## src/ccip_mmio_pkg.sv

```systemverilog
// MMIO strobes are single-cycle valids with no back-pressure; addresses are 32-bit word indices
`default_nettype none

package ccip_mmio_pkg;

  // Channel widths
  localparam int MMIO_ADDR_W = 16;
  localparam int MMIO_TID_W  = 9;
  localparam int MMIO_DATA_W = 64;

  // First word address answered by the accelerator core
  localparam int unsigned CSR_REGION_END = 'h400;

  // Request kind carried with every request slot
  typedef enum logic [1:0] {
    MMIO_NONE  = 2'b00,
    MMIO_READ  = 2'b01,
    MMIO_WRITE = 2'b10
  } t_mmio_kind;

  // Host to device request, data only meaningful for writes
  typedef struct packed {
    t_mmio_kind             kind;
    logic [MMIO_ADDR_W-1:0] address;
    logic [MMIO_TID_W-1:0]  tid;
    logic [MMIO_DATA_W-1:0] data;
  } t_mmio_req;

  // Device to host read response
  typedef struct packed {
    logic                   valid;
    logic [MMIO_TID_W-1:0]  tid;
    logic [MMIO_DATA_W-1:0] data;
  } t_mmio_rsp;

endpackage

`default_nettype wire

```

## src/rs_decoder_csr_pkg.sv

```systemverilog
// Register map in 32-bit word addresses; 64-bit registers sit on even words, buffers are fixed at 4
`default_nettype none

package rs_decoder_csr_pkg;

  // Number of buffer descriptors
  localparam int HC_BUFFER_SIZE = 4;
  localparam int HC_BUF_IDX_W   = $clog2(HC_BUFFER_SIZE);

  // Cache-line address width
  localparam int HC_ADDR_W = 42;

  // Feature header words
  localparam int unsigned HC_DEVICE_HEADER = 'h0;
  localparam int unsigned HC_AFU_ID_LOW    = 'h2;
  localparam int unsigned HC_AFU_ID_HIGH   = 'h4;
  localparam int unsigned HC_DFH_RSVD0     = 'h6;
  localparam int unsigned HC_DFH_RSVD1     = 'h8;
  localparam int unsigned DFH_REGION_END   = 'h10;

  // Configuration registers
  localparam int unsigned HC_CONTROL  = 'h20;
  localparam int unsigned HC_DSM_BASE = 'h22;

  // Buffer i: address word at base + 4i, size word two above it
  localparam int unsigned HC_BUFFER_BASE = 'h30;
  localparam int unsigned HC_BUFFER_END  = HC_BUFFER_BASE + 4 * HC_BUFFER_SIZE;

  // Header and identifier constants
  localparam logic [63:0]  HC_DFH_VALUE = 64'h1000_0000_1000_0000;
  localparam logic [127:0] HC_AFU_ID    = 128'hC000C966_0D82_4272_9AEF_FE5F_8457_0612;

  // Decoder command
  typedef enum logic [1:0] {
    HC_CMD_IDLE  = 2'd0,
    HC_CMD_START = 2'd1,
    HC_CMD_STOP  = 2'd2
  } t_hc_cmd;

  // Control word, cmd in the low bits
  typedef struct packed {
    logic [23:0] rsvd;
    logic [5:0]  symbol_mode;
    t_hc_cmd     cmd;
  } t_hc_control;

  typedef logic [HC_ADDR_W-1:0] t_hc_address;

  // One buffer descriptor
  typedef struct packed {
    t_hc_address address;
    logic [31:0] size;
  } t_hc_buffer;

endpackage

`default_nettype wire

```

## src/dfh_read_responder.sv

```systemverilog
// Answers reads below word 0x10 one cycle after rx_req; writes to this region are ignored
`timescale 1ns/1ns
`default_nettype none

module dfh_read_responder
  import ccip_mmio_pkg::*;
  import rs_decoder_csr_pkg::*;
(
  input  wire logic      clk,
  input  wire logic      reset,
  input  var  t_mmio_req rx_req,
  output t_mmio_rsp      dfh_rsp
);

  logic                   dfh_read;
  logic [MMIO_DATA_W-1:0] dfh_data;

  assign dfh_read = (rx_req.kind == MMIO_READ) && (rx_req.address < DFH_REGION_END);

  // Constant word lookup
  always_comb begin
    case (rx_req.address)
      HC_DEVICE_HEADER: dfh_data = HC_DFH_VALUE;
      HC_AFU_ID_LOW:    dfh_data = HC_AFU_ID[63:0];
      HC_AFU_ID_HIGH:   dfh_data = HC_AFU_ID[127:64];
      // Reserved words read as zero
      HC_DFH_RSVD0,
      HC_DFH_RSVD1:     dfh_data = '0;
      default:          dfh_data = '0;
    endcase
  end

  always_ff @(posedge clk) begin
    dfh_rsp.valid <= dfh_read;
    dfh_rsp.tid   <= rx_req.tid;
    dfh_rsp.data  <= dfh_data;
    if (reset) begin
      dfh_rsp.valid <= 1'b0;
    end
  end

  // Request register only ever carries a legal kind
  assert property (@(posedge clk) disable iff (reset)
    rx_req.kind inside {MMIO_NONE, MMIO_READ, MMIO_WRITE})
    else $error("rx_req.kind outside the request enum");

endmodule

`default_nettype wire

```

## src/csr_register_file.sv

```systemverilog
// Control writes store the low 32 bits unchanged, so the host must never write an undefined cmd
`timescale 1ns/1ns
`default_nettype none

module csr_register_file
  import ccip_mmio_pkg::*;
  import rs_decoder_csr_pkg::*;
(
  input  wire logic      clk,
  input  wire logic      reset,
  input  var  t_mmio_req rx_req,
  output t_hc_control    hc_control,
  output t_hc_address    hc_dsm_base,
  output t_hc_buffer     hc_buffer [HC_BUFFER_SIZE],
  output t_mmio_rsp      reg_rsp
);

  logic                    in_region;
  logic                    is_read;
  logic                    is_write;
  logic                    ctrl_wr;
  logic                    buf_hit;
  logic                    buf_size_sel;
  logic [MMIO_ADDR_W-1:0]  buf_offset;
  logic [HC_BUF_IDX_W-1:0] buf_idx;
  logic [MMIO_DATA_W-1:0]  rd_data;

  assign in_region = (rx_req.address >= DFH_REGION_END) && (rx_req.address < CSR_REGION_END);
  assign is_read   = (rx_req.kind == MMIO_READ) && in_region;
  assign is_write  = (rx_req.kind == MMIO_WRITE) && in_region;
  assign ctrl_wr   = is_write && (rx_req.address == HC_CONTROL);

  // Buffer window decode with only even words mapped
  assign buf_offset   = rx_req.address - MMIO_ADDR_W'(HC_BUFFER_BASE);
  assign buf_hit      = (rx_req.address >= HC_BUFFER_BASE) && (rx_req.address < HC_BUFFER_END)
                        && !buf_offset[0];
  assign buf_size_sel = buf_offset[1];
  assign buf_idx      = buf_offset[2 +: HC_BUF_IDX_W];

  always_ff @(posedge clk) begin
    if (reset) begin
      hc_control  <= '0;
      hc_dsm_base <= '0;
      for (int i = 0; i < HC_BUFFER_SIZE; i++) begin
        hc_buffer[i] <= '0;
      end
    end else if (is_write) begin
      if (ctrl_wr) begin
        hc_control <= t_hc_control'(rx_req.data[31:0]);
      end
      // Byte addresses are kept as cache-line addresses
      if (rx_req.address == HC_DSM_BASE) begin
        hc_dsm_base <= rx_req.data[6 +: HC_ADDR_W];
      end
      if (buf_hit && buf_size_sel) begin
        hc_buffer[buf_idx].size <= rx_req.data[31:0];
      end else if (buf_hit) begin
        hc_buffer[buf_idx].address <= rx_req.data[6 +: HC_ADDR_W];
      end
    end
  end

  // Zero-extended readback with unmapped words at zero
  always_comb begin
    rd_data = '0;
    if (buf_hit) begin
      if (buf_size_sel) begin
        rd_data = MMIO_DATA_W'(hc_buffer[buf_idx].size);
      end else begin
        rd_data = MMIO_DATA_W'(hc_buffer[buf_idx].address);
      end
    end else begin
      case (rx_req.address)
        HC_CONTROL:  rd_data = MMIO_DATA_W'(hc_control);
        HC_DSM_BASE: rd_data = MMIO_DATA_W'(hc_dsm_base);
        default:     rd_data = '0;
      endcase
    end
  end

  always_ff @(posedge clk) begin
    reg_rsp.valid <= is_read;
    reg_rsp.tid   <= rx_req.tid;
    reg_rsp.data  <= rd_data;
    if (reset) begin
      reg_rsp.valid <= 1'b0;
    end
  end

  // A control write leaves a defined command behind
  assert property (@(posedge clk) disable iff (reset)
    ctrl_wr |=> hc_control.cmd inside {HC_CMD_IDLE, HC_CMD_START, HC_CMD_STOP})
    else $error("hc_control.cmd undefined after a control write");

endmodule

`default_nettype wire

```

## src/mmio_response_merge.sv

```systemverilog
// Front-end responses win; a core response in the same cycle is lost, so one read in flight only
`timescale 1ns/1ns
`default_nettype none

module mmio_response_merge
  import ccip_mmio_pkg::*;
(
  input  wire logic      clk,
  input  wire logic      reset,
  input  var  t_mmio_rsp dfh_rsp,
  input  var  t_mmio_rsp reg_rsp,
  input  var  t_mmio_rsp afu_rsp,
  output t_mmio_rsp      fiu_rsp
);

  t_mmio_rsp next_rsp;

  // Priority select, the core is the fallback
  always_comb begin
    if (dfh_rsp.valid) begin
      next_rsp = dfh_rsp;
    end else if (reg_rsp.valid) begin
      next_rsp = reg_rsp;
    end else begin
      next_rsp = afu_rsp;
    end
  end

  always_ff @(posedge clk) begin
    fiu_rsp <= next_rsp;
    if (reset) begin
      fiu_rsp.valid <= 1'b0;
    end
  end

  // Address regions of the two front-end blocks are disjoint
  assert property (@(posedge clk) disable iff (reset)
    !(dfh_rsp.valid && reg_rsp.valid))
    else $error("feature header and register file responded together");

endmodule

`default_nettype wire

```

## src/rs_decoder_csr.sv

```systemverilog
// Front-end reads answer in 3 cycles, writes apply in 2; requests reach the core unregistered
`timescale 1ns/1ns
`default_nettype none

module rs_decoder_csr
  import ccip_mmio_pkg::*;
  import rs_decoder_csr_pkg::*;
(
  input  wire logic      clk,
  input  wire logic      reset,
  input  var  t_mmio_req fiu_req,
  input  var  t_mmio_rsp afu_rsp,
  output t_mmio_rsp      fiu_rsp,
  output t_mmio_req      afu_req,
  output t_hc_control    hc_control,
  output t_hc_address    hc_dsm_base,
  output t_hc_buffer     hc_buffer [HC_BUFFER_SIZE]
);

  t_mmio_req rx_req;
  t_mmio_rsp dfh_rsp;
  t_mmio_rsp reg_rsp;

  // Core sees the raw request stream
  assign afu_req = fiu_req;

  // Single request register stage
  always_ff @(posedge clk) begin
    rx_req <= fiu_req;
    if (reset) begin
      rx_req.kind <= MMIO_NONE;
    end
  end

  dfh_read_responder u_dfh (
    .clk     (clk),
    .reset   (reset),
    .rx_req  (rx_req),
    .dfh_rsp (dfh_rsp)
  );

  csr_register_file u_regs (
    .clk         (clk),
    .reset       (reset),
    .rx_req      (rx_req),
    .hc_control  (hc_control),
    .hc_dsm_base (hc_dsm_base),
    .hc_buffer   (hc_buffer),
    .reg_rsp     (reg_rsp)
  );

  mmio_response_merge u_merge (
    .clk     (clk),
    .reset   (reset),
    .dfh_rsp (dfh_rsp),
    .reg_rsp (reg_rsp),
    .afu_rsp (afu_rsp),
    .fiu_rsp (fiu_rsp)
  );

endmodule

`default_nettype wire

```

## config.mk

```make
export PLATFORM = sky130hd
export DESIGN_NAME = rs_decoder_csr
export DESIGN_NICKNAME = d
export VERILOG_FILES = /design/src/ccip_mmio_pkg.sv /design/src/rs_decoder_csr_pkg.sv /design/src/dfh_read_responder.sv /design/src/csr_register_file.sv /design/src/mmio_response_merge.sv /design/src/rs_decoder_csr.sv
export SDC_FILE = /design/constraint.sdc
export NUM_CORES = 1
export LEC_CHECK = 0
export BUFFER_PORTS_ARGS = -buffer_cell sky130_fd_sc_hd__buf_2
export CAP_MARGIN = 20
export CORE_AREA = 2 2 276 278
export CTS_CLUSTER_SIZE = 25
export DETAILED_ROUTE_END_ITERATION = 8
export DIE_AREA = 0 0 278 280
export GPL_ROUTABILITY_DRIVEN = 0
export PLACE_DENSITY_LB_ADDON = 0.3
export SKIP_CTS_REPAIR_TIMING = 1
export SLEW_MARGIN = 30
export SYNTH_ARGS = -nofsm -noshare
export SYNTH_HDL_FRONTEND = slang
export SYNTH_SLANG_ARGS = --single-unit
```

## constraint.sdc

```tcl
create_clock -name clk -period 2.1 [get_ports clk]
set_clock_uncertainty 0.2 [all_clocks]
set_input_delay 0.105 -clock clk [delete_from_list [all_inputs] [get_ports clk]]
set_output_delay 0.105 -clock clk [all_outputs]
set_load 0.01 [all_outputs]
```

== Word-level counts from Yosys, hierarchy flattened ==
Cells that the tools add are included.
Word-level totals
  register bits after elaboration: 658
  bits in latches: 0
  RAM bits: 0
  ROM bits: 0
  bits of input ports: 167
  output and inout bits: 535
  logic and storage cells: 71
  memories kept: 0
Operators by class
  $add $sub $neg: 1
  $mul: 0
  div/mod/pow operators: 0
  $lt $le $gt $ge: 7
  equality and inequality tests: 6
  shift operators: 0
  mux-type cells: 17
  bitwise logic cells: 1
  reduce and logical (&&, ||, !) cells: 15
Operators with widths (number)
  bitwise mux 296 bit: 2
  2-to-1 mux 296 bit: 2
  2-to-1 mux 74 bit: 5
  demux 74 bit (select 2 bit): 2
  one-hot mux 64 bit (3 select lines): 1
  binary-select mux 74 bit (select 2 bit): 1
  one-hot mux 42 bit (2 select lines): 1
  2-to-1 mux 64 bit: 1
  2-to-1 mux 42 bit: 1
  == test 16 x 6 -> 1 bit (second input constant): 2
  2-to-1 mux 32 bit: 1
  == test 16 x 2 -> 1 bit (second input constant): 1
  == test 16 x 3 -> 1 bit (second input constant): 1
  greater-or-equal comparator 16 x 5 -> 1 bit (second input constant): 1
  greater-or-equal comparator 16 x 6 -> 1 bit (second input constant): 1
  logical NOT 16 bit: 1
  < comparator 16 x 11 -> 1 bit (second input constant): 1
  < comparator 16 x 5 -> 1 bit (second input constant): 1
  < comparator 16 x 7 -> 1 bit (second input constant): 1
  logical AND 1 bit: 9
  AND reduction 2 bit: 3
  subtractor 4 x 1 -> 4 bit (second input constant): 1
  greater-or-equal comparator 3 bit (second input constant): 1
  < comparator 3 x 1 -> 1 bit (second input constant): 1
  other kinds (5): 5

== Longest topological paths before layout ==
Gate-level depths: netlist of run 1.
  depth in word-level cells: 9
  mapped depth: 7
  mapped depth without buffers: 4

== Hierarchy ==
From an unflattened synthesis of run 1, not the netlist that was laid out.
Unflattened totals
  cell total of the unflattened synthesis: 2231
  area total of the unflattened synthesis: 25122.8 µm²
By module, submodules not included
  csr_register_file: instances 1, cells an instance 1635, area an instance 18669.2 µm², sequential area each 8448.1 µm²
  mmio_response_merge: instances 1, cells an instance 319, area an instance 3065.4 µm², sequential area each 1481.4 µm²
  rs_decoder_csr: instances 1, cells an instance 184, area an instance 2517.4 µm², sequential area each 1821.7 µm²
  dfh_read_responder: instances 1, cells an instance 93, area an instance 870.8 µm², sequential area each 300.3 µm²

== Worst setup path before layout of run 1 ==
No wires, ideal clock.
  path type: register to register
  start: reg rx_req[76] (netlist name)
  end: reg u_regs.reg_rsp[16] (netlist name)
  setup time: 0.122 ns
  arrival time: 1.720 ns
  data required time: 1.778 ns
  setup slack: 0.058 ns
  stages on the path, launching flop included: 8
  path buffers: 3
  period minus slack after synthesis: 2.042 ns
  cell sequence: dfxtp_1 -> buf_2 -> buf_2 -> clkbuf_1 -> mux4_2 -> nand2_1 -> a21oi_1 -> a221o_1
On the way
  word-level cells in the longest chain between the ends: 7
  elaborated cells between the ends (all ways): 14
  classes of those cells: add/sub: 1; order compare: 2; eq/ne: 2; mux: 6; bitwise: 1; reduce/logical: 2
RTL lines
  subtractor 4 x 1 -> 4 bit: RTL line csr_register_file.sv:34  | assign buf_offset = rx_req.address - MMIO_ADDR_W'(HC_BUFFER_BASE);
  inverter 2 -> 3 bit (not written as such): RTL line csr_register_file.sv:68, csr_register_file.sv:70
  binary-select mux 74 bit (select 2 bit): RTL line csr_register_file.sv:68, csr_register_file.sv:70
  2-to-1 mux 74 bit (not written as such) (2 in a row): RTL line csr_register_file.sv:68  | rd_data = MMIO_DATA_W'(hc_buffer[buf_idx].size);
  2-to-1 mux 42 bit: RTL line csr_register_file.sv:67  | if (buf_size_sel) begin
  2-to-1 mux 64 bit (*): RTL line csr_register_file.sv:66  | if (buf_hit) begin
  named net u_regs.rd_data[16]: RTL line csr_register_file.sv:26  | logic [MMIO_DATA_W-1:0] rd_data;
Mark *: on every way through the listed nets, which the timed path passes. The rest lies on a longest branch. The select of a mux whose other input is x is not followed.
A chain may end at the register's enable or synchronous reset.

== Final worst setup path of run 1 ==
  start: reg rx_req[75] (netlist name)
  end: reg u_regs.reg_rsp[20] (netlist name)
On the way
  word-level cells in the longest chain between the ends: 7
  elaborated cells between the ends (all ways): 14
  classes of those cells: add/sub: 1; order compare: 2; eq/ne: 2; mux: 6; bitwise: 1; reduce/logical: 2
RTL lines (RTL line)
  subtractor 4 x 1 -> 4 bit: csr_register_file.sv:34
  inverter 2 -> 3 bit (not written as such): csr_register_file.sv:68, csr_register_file.sv:70
  binary-select mux 74 bit (select 2 bit): csr_register_file.sv:68, csr_register_file.sv:70
  2-to-1 mux 74 bit (not written as such) (2 in a row): csr_register_file.sv:68
  2-to-1 mux 42 bit: csr_register_file.sv:67
  2-to-1 mux 64 bit (*): csr_register_file.sv:66
  named net u_regs.rd_data[20]: csr_register_file.sv:26
Marked as above.

==> results of run 1 <==
## cell families (layout without fill, tap and decap cells)
family | after synthesis | count (layout)
AO/OA/AOI/OAI | 204 | 204
XOR/XNOR | 1 | 1
AND/OR/NAND/NOR | 609 | 609
multiplexers | 427 | 427
flip-flops | 577 | 577
buffers and inverters | 280 | 1164
## Yosys cell counts, drive strengths merged (27+ instances only)
library cell	n
nand3	38
a211oi	27
a221o	32
nor2b	77
nand2b	377
clkbuf	95
mux4	74
nor2	52
mux2i	344
a21oi	32
o21ai	85
nand2	37
buf	175
dfxtp	577
## final timing paths
kind,startpoint,end,slack (ns)
hold / removal,fiu_req[60],afu_req[60],0.01
hold reg to reg,rx_req[64],u_regs.reg_rsp[64],0.13
setup reg to reg,rx_req[75],u_regs.reg_rsp[20],-0.09
setup / recovery,rx_req[75],u_regs.reg_rsp[20],-0.09
## critical path, cell delays in order (launching register included)
cell	delay (ns)
dfxtp_4	0.41
buf_6	0.17
buf_8	0.13
mux4_2	0.57
nand3_2	0.11
a21oi_2	0.07
a221o_1	0.37
## sequential cells by signal, indices dropped and copies added, names as in the netlist
| register | flops |
|---|---|
| u_regs.hc_control | 32 |
| rx_req | 75 |
| u_regs.hc_dsm_base | 42 |
| u_dfh.dfh_rsp | 6 |
| u_regs.hc_buffer | 296 |
| u_merge.fiu_rsp | 74 |
| u_regs.reg_rsp | 52 |
## layout by cell type (no fill, tap or decap), types with 9 or more instances in the layout
master	Yosys	layout
dlygate4sd3_1	0	219
a21o_1	12	12
nand2b_1	377	376
nand2_1	37	32
o21ai_0	79	71
clkbuf_1	95	13
mux2_2	9	9
buf_2	23	668
a21oi_1	32	26
buf_6	17	15
clkbuf_16	0	82
buf_4	106	80
nand3_1	32	25
buf_12	0	30
o21ai_1	6	14
mux4_2	74	74
dfxtp_1	577	570
a211oi_1	27	27
clkbuf_8	0	10
a221o_1	32	32
mux2i_1	344	343
clkinv_2	0	10
nor2b_1	77	75
nor2_1	52	48
## report_power, final
group	internal, mW	switching [mW]
registers	11.1	0.0622
clock network	7.48	4.96
logic	0.860	0.791
## stage by stage
step	instance area [µm²]	utilization (%)	cells	hold WS, ns
finish	32900	43.8	3960	0.0100
global route	32900	43.8	3960	0.00659
CTS	30100	40.0	3712	-0.634
detailed placement	27700	36.8	3589	0.0101
global placement	27700	36.8	3589	0.0101
floorplan	23400	-	2098	-0.0673
## area by class of cell
cell class / count / share of cell area [%]
flip-flops and latches: 577 / 35.1
multi-input cells: 1241 / 31.7
repair buffers: 1031 / 22.2
clock buffers: 96 / 6.11
well taps: 978 / 3.72
clock inverters: 27 / 1.03
inverters: 10 / 0.114
## layer usage
layer	GRT usage [%]	vias to the layer above	routed length, µm
met5	0	-	0
met4	7.90	0	3550
met3	4.98	193	6440
met2	37.3	844	46100
met1	27.8	9639	39400
li1	-	8785	-
==> Implementation_results.wiki, run 1 <==
{| class="wikitable"
! Metric !! Value
|-
| Number of cells on the worst hold path || 0
|-
| Synthesized instance count || ~2100
|-
| Fraction of synthesized cell area in xor and xnor cells || less than 1%
|-
| Total power draw || between 20 and 30 mW
|-
| Vias in the first global route || between 15000 and 20000
|-
| Adder-Cell Fraction of Synth Area || 0%
|-
| Post-place setup slack || -0.0891 ns
|-
| Seq. cell area || approximately 12000 µm²
|-
| Post-Synthesis Mean Instance Area || around 11 µm²
|-
| Via count of the routed design || just under 20000
|-
| Skew-Pair Late Insertion Delay || around 0.6 ns
|-
| Type of the worst min-delay path || in2out
|-
| Die outline area || ~78000 µm²
|-
| Die Y-Extent || 280 µm
|-
| Max Clk Rate || 456 MHz
|-
| Final critical-path setup slack || -0.0946 ns
|-
| Worst Path Arrival || roughly 2.4 ns
|-
| Startpoint type of the worst setup path || flop
|-
| Synthesized net count || 2265
|-
| Slew at the pin with the worst max-slew slack || slightly below 0.7 ns
|-
| Power per Cell Area || 767 nW/µm²
|-
| Type of element capturing the critical path || flop
|-
| Worst supply voltage drop on vdd || ~0.00053 V
|-
| Netlist Area Pre-Place || 23400 µm²
|-
| Final HPWL DP || 65900 µm
|-
| Synthesized-area fraction occupied by and/or/nand/nor cells || between 10% and 20%
|-
| Area used by multi-input combinational logic || ~10000 µm²
|-
| Number of cell rows || ~100
|-
| Distinct cell type count of the synthesized netlist || 43
|-
| Normalized max-slew margin || between 50% and 60%
|-
| Maximum Capacitance Violations || 0
|-
| Setup violators final || 18
|-
| Top-area cell type share of the netlist area || 49.3%
|-
| Crit path required time || ~2.3 ns
|-
| Cell type with the highest aggregate area in the netlist || dfxtp_1
|-
| Final Hold Vio Count || 0
|-
| Routed len/inst || 24.1 µm
|-
| Number of flops mapped to enable cells by yosys || 0
|-
| Sinks on the clock net || slightly below 600
|-
| Final Cycle Share || 105%
|-
| Die boundary width || 278 µm
|-
| Starting Density || a little under a third
|-
| Total CTS buffers || about 70
|-
| Buffers from clock root to sink, at most || 3
|-
| Final number of max-transition violations || 0
|-
| Pin count of the biggest net entering global routing || just under 100
|-
| Aggregate negative setup slack || -0.534 ns
|-
| Standard cell core area || between 70000 and 80000 µm²
|-
| I/O pins || between 700 and 800
|-
| Outcome || finished with violations
|-
| H-tree Lvls || 3
|-
| Number of port buffers || about 670
|-
| Share of the yosys chip area belonging to registers || 49.3%
|-
| Total global-route track usage || roughly 22%
|-
| Antenna violations before repair || 4
|-
| Filler cell count || around 7000
|-
| Category of the critical setup timing path || reg2reg
|-
| Antenna fix cells || 0
|-
| Signed area change from the synthesized netlist to the final layout || 40.6%
|-
| Count of yosys warnings during synthesis || 0
|-
| Min Clock Period, post-route || 2.19 ns
|-
| Drc violations || 0
|-
| NumNets Final || around 3100
|-
| Register bit count reported by yosys || between 500 and 600
|-
| Standby leakage power || 15.8 nW
|-
| Clock tree from TritonCTS || yes
|-
| Compound-gate portion of the synthesized area || about 5.7%
|-
| Clock transition time at the flip-flop clock pins of the worst setup and hold paths || 0.06 ns
|-
| Fraction of synthesis flops using an asynchronous set or reset pin || 0%
|-
| Length in cells of the worst reg-to-reg path || 6
|-
| DRC violation total after the first TritonRoute iteration || roughly 1300
|-
| Cell types with the largest area share after synthesis || dfxtp_1 (49%), mux2i_1 (15%), nand2b_1 (10%)
|-
| Global-route wire length before repair || about 130000 µm
|-
| CP Max Fanout || 5
|-
| Unrepaired setup endpoints after global routing || true
|-
| Synth Flop Type || dfxtp_1
|-
| Multiplexer share of the synthesized area || between 20 and 25%
|-
| Grt ovf || 0
|-
| Main combinational cell family by area after synthesis || multiplexers
|-
| Post-Route WL || between 90000 and 100000 µm
|-
| Pre-antenna DRT Iters || 5
|-
| Routed via count divided by cell count || approximately 5
|-
| Violated checks || setup timing
|-
| Clock root buffer || clkbuf_16
|-
| Fraction of final layout cells sized beyond drive strength 1 || between 30% and 40%
|-
| Number of nets with antenna violations after routing || 0
|}
Note: power is estimated with default switching activity, not from simulation.
==> run 2: changes to the inputs <==
--- a/config.mk
+++ b/config.mk
@@ -12,8 +12,7 @@
 export DETAILED_ROUTE_END_ITERATION = 8
 export DIE_AREA = 0 0 278 280
 export GPL_ROUTABILITY_DRIVEN = 0
-export PLACE_DENSITY_LB_ADDON = 0.3
-export SKIP_CTS_REPAIR_TIMING = 1
+export PLACE_DENSITY_LB_ADDON = 0.1
 export SLEW_MARGIN = 30
 export SYNTH_ARGS = -nofsm -noshare
 export SYNTH_HDL_FRONTEND = slang
==> run 2 against run 1 <==
The run now ends clean. Sequential share of layout area rose by 0.70 points. Sequential power barely moved. Worst setup slack improved by 0.12 ns. Critical path type unchanged.
==> Implementation_results.wiki, run 2 (synthesis gave the netlist of run 1 again) <==
{| class="wikitable"
! Metric !! Value
|-
| Outcome || completed
|-
| Global-route wire length before repair || around 140000 µm
|-
| Filler cell count || about 7200
|-
| Number of buffers and inverters on the critical path || 1
|-
| Sinks on the clock net || between 500 and 600
|-
| Via count of the routed design || 19048
|-
| Standard cell core area || 75200 µm²
|-
| Clock root buffer || clkbuf_16
|-
| Antenna violations before repair || 1
|-
| Fraction of final layout cells sized beyond drive strength 1 || about a third
|-
| Final HPWL DP || a little under 70000 µm
|-
| Top library cells by usage in the layout, fill and taps aside || buf_2 (668), dfxtp_1 (572), nand2b_1 (376)
|-
| Routed via count divided by cell count || 4.82
|-
| Type of the worst min-delay path || in2out
|-
| Total power draw || ~24 mW
|-
| Biggest regs || u_regs.hc_buffer (296), rx_req (75), u_merge.fiu_rsp (74)
|-
| Routed len/inst || between 20 and 30 µm
|-
| Final Cycle Share || a little over nine tenths
|-
| Starting Density || slightly above 30%
|-
| Number of port buffers || 669
|-
| Maximum Capacitance Violations || 0
|-
| Total global-route track usage || between 20% and 30%
|-
| Startpoint type of the worst setup path || flop
|-
| DRC violation total after the first TritonRoute iteration || around 1100
|-
| Skew-Pair Late Insertion Delay || 0.61 ns
|-
| Final Hold Vio Count || 0
|-
| Power per Cell Area || about 750 nW/µm²
|-
| Vias in the first global route || 19294
|-
| Final Core Density || approximately 43%
|-
| Post-Route WL || roughly 100000 µm
|-
| Area used by multi-input combinational logic || a little over 10000 µm²
|-
| Pre-antenna DRT Iters || 5
|-
| Grt ovf || 0
|-
| Seq. cell area || between 10000 and 15000 µm²
|-
| Pin count of the biggest net entering global routing || 110
|-
| Worst supply voltage drop on vdd || 0.000459 V
|-
| Post-route cell area || 32300 µm²
|-
| Number of instances in the placed design || around 3600
|-
| Category of the critical setup timing path || reg2reg
|-
| Crit path required time || 2.38 ns
|-
| Post-place setup slack || -0.0686 ns
|-
| I/O pins || approximately 700
|-
| Placed cell areas || about 28000 µm²
|-
| Normalized max-slew margin || between 50% and 60%
|-
| Final number of max-transition violations || 0
|-
| Signed area change from the synthesized netlist to the final layout || 37.8%
|-
| Number of cell rows || 101
|-
| Layout Cells excl Fill || roughly 3900
|-
| Chain of cells forming the critical path || buf_12 > mux4_2 > nand2_1 > a21oi_1 > a221o_1
|-
| Slowest-stage cell, CP || mux4_2
|-
| Top Family by Delay on Critical Path || multiplexers
|-
| Min Clock Period, post-route || 2.08 ns
|-
| Die boundary width || between 200 and 300 µm
|-
| Unrepaired setup endpoints after global routing || true
|-
| Most flop-heavy register || u_regs.hc_buffer
|-
| Delay of the slowest cell on the worst path || 0.55 ns
|-
| Flip-flop count of the largest register after layout || ~300
|-
| Final critical-path setup slack || approximately 0.024 ns
|-
| Clock transition time at the flip-flop clock pins of the worst setup and hold paths || about 0.060 ns
|-
| Total CTS buffers || 69
|-
| Leading cell type in the layout, fill and taps excluded || buf_2
|-
| Clock tree from TritonCTS || yes
|-
| Number of nets with antenna violations after routing || 0
|-
| Worst-case hold slack || around 0.010 ns
|-
| Type of element capturing the critical path || flop
|-
| Standby leakage power || about 15 nW
|-
| Max Clk Rate || just under 500 MHz
|-
| NumNets Final || roughly 3000
|-
| Die outline area || 77800 µm²
|-
| Aggregate negative setup slack || 0 ns
|-
| Worst Path Arrival || 2.35 ns
|-
| Drc violations || 0
|-
| Buffers from clock root to sink, at most || 3
|-
| CP Max Fanout || 36
|-
| H-tree Lvls || 3
|-
| Slew at the pin with the worst max-slew slack || between 0.6 and 0.7 ns
|-
| Setup violators final || 0
|-
| Die Y-Extent || between 200 and 300 µm
|}
[run 2: changes by cell type in the layout (fill, tap and decap cells not counted), moves of 7 or more]
cell,before,now
buf_6,15,4
buf_4,80,90
clkbuf_1,13,23
clkbuf_16,82,72
nand3_1,25,32
nand3_2,7,0
[run 2: per-layer routing]
metal	vias up	wire (µm)	track usage (%)
met5	-	0	0
met4	0	3750	8.90
met3	167	5940	5.57
met2	737	46900	40.8
met1	9376	42500	30.9
li1	8768	-	-
[run 2: worst paths after layout]
path                     from                  to  slack (ns)  depth (start not counted)
setup / recovery   rx_req[75]   u_regs.reg_rsp[4]        0.02                          5
hold reg to reg    rx_req[71]  u_regs.reg_rsp[71]        0.13                          0
setup reg to reg   rx_req[75]   u_regs.reg_rsp[4]        0.02                          5
hold / removal    fiu_req[63]         afu_req[63]        0.01                          0
[run 2: power breakdown]
| part | switching (mW) | internal, mW |
|---|---|---|
| logic | 0.775 | 0.817 |
| registers | 0.0746 | 11.1 |
| clock network | 4.90 | 6.52 |
[run 2: final cells by class]
| type | count | area share (%) |
|---|---|---|
| clock inverters | 20 | 0.496 |
| well taps | 978 | 3.79 |
| flip-flops and latches | 577 | 35.8 |
| inverters | 10 | 0.116 |
| multi-input cells | 1241 | 32.0 |
| clock buffers | 101 | 6.07 |
| repair buffers | 1020 | 21.7 |
| diodes | 2 | 0.0155 |
[run 2: worst register-to-register path: stages, from the launching register on]
cell and delay (ns):
dfxtp_4 0.39, buf_12 0.29, mux4_2 0.61, nand2_1 0.14, a21oi_1 0.08, a221o_1 0.26
[run 2: what timing repair did]
item,4_1_cts,5_1_grt
gates cloned,0,1
endpoints found under the setup margin,77,164
setup buffers,1,5
endpoints found under the hold margin,198,0
resized for setup,6,11
pin swaps,2,2
hold buffers,223,0
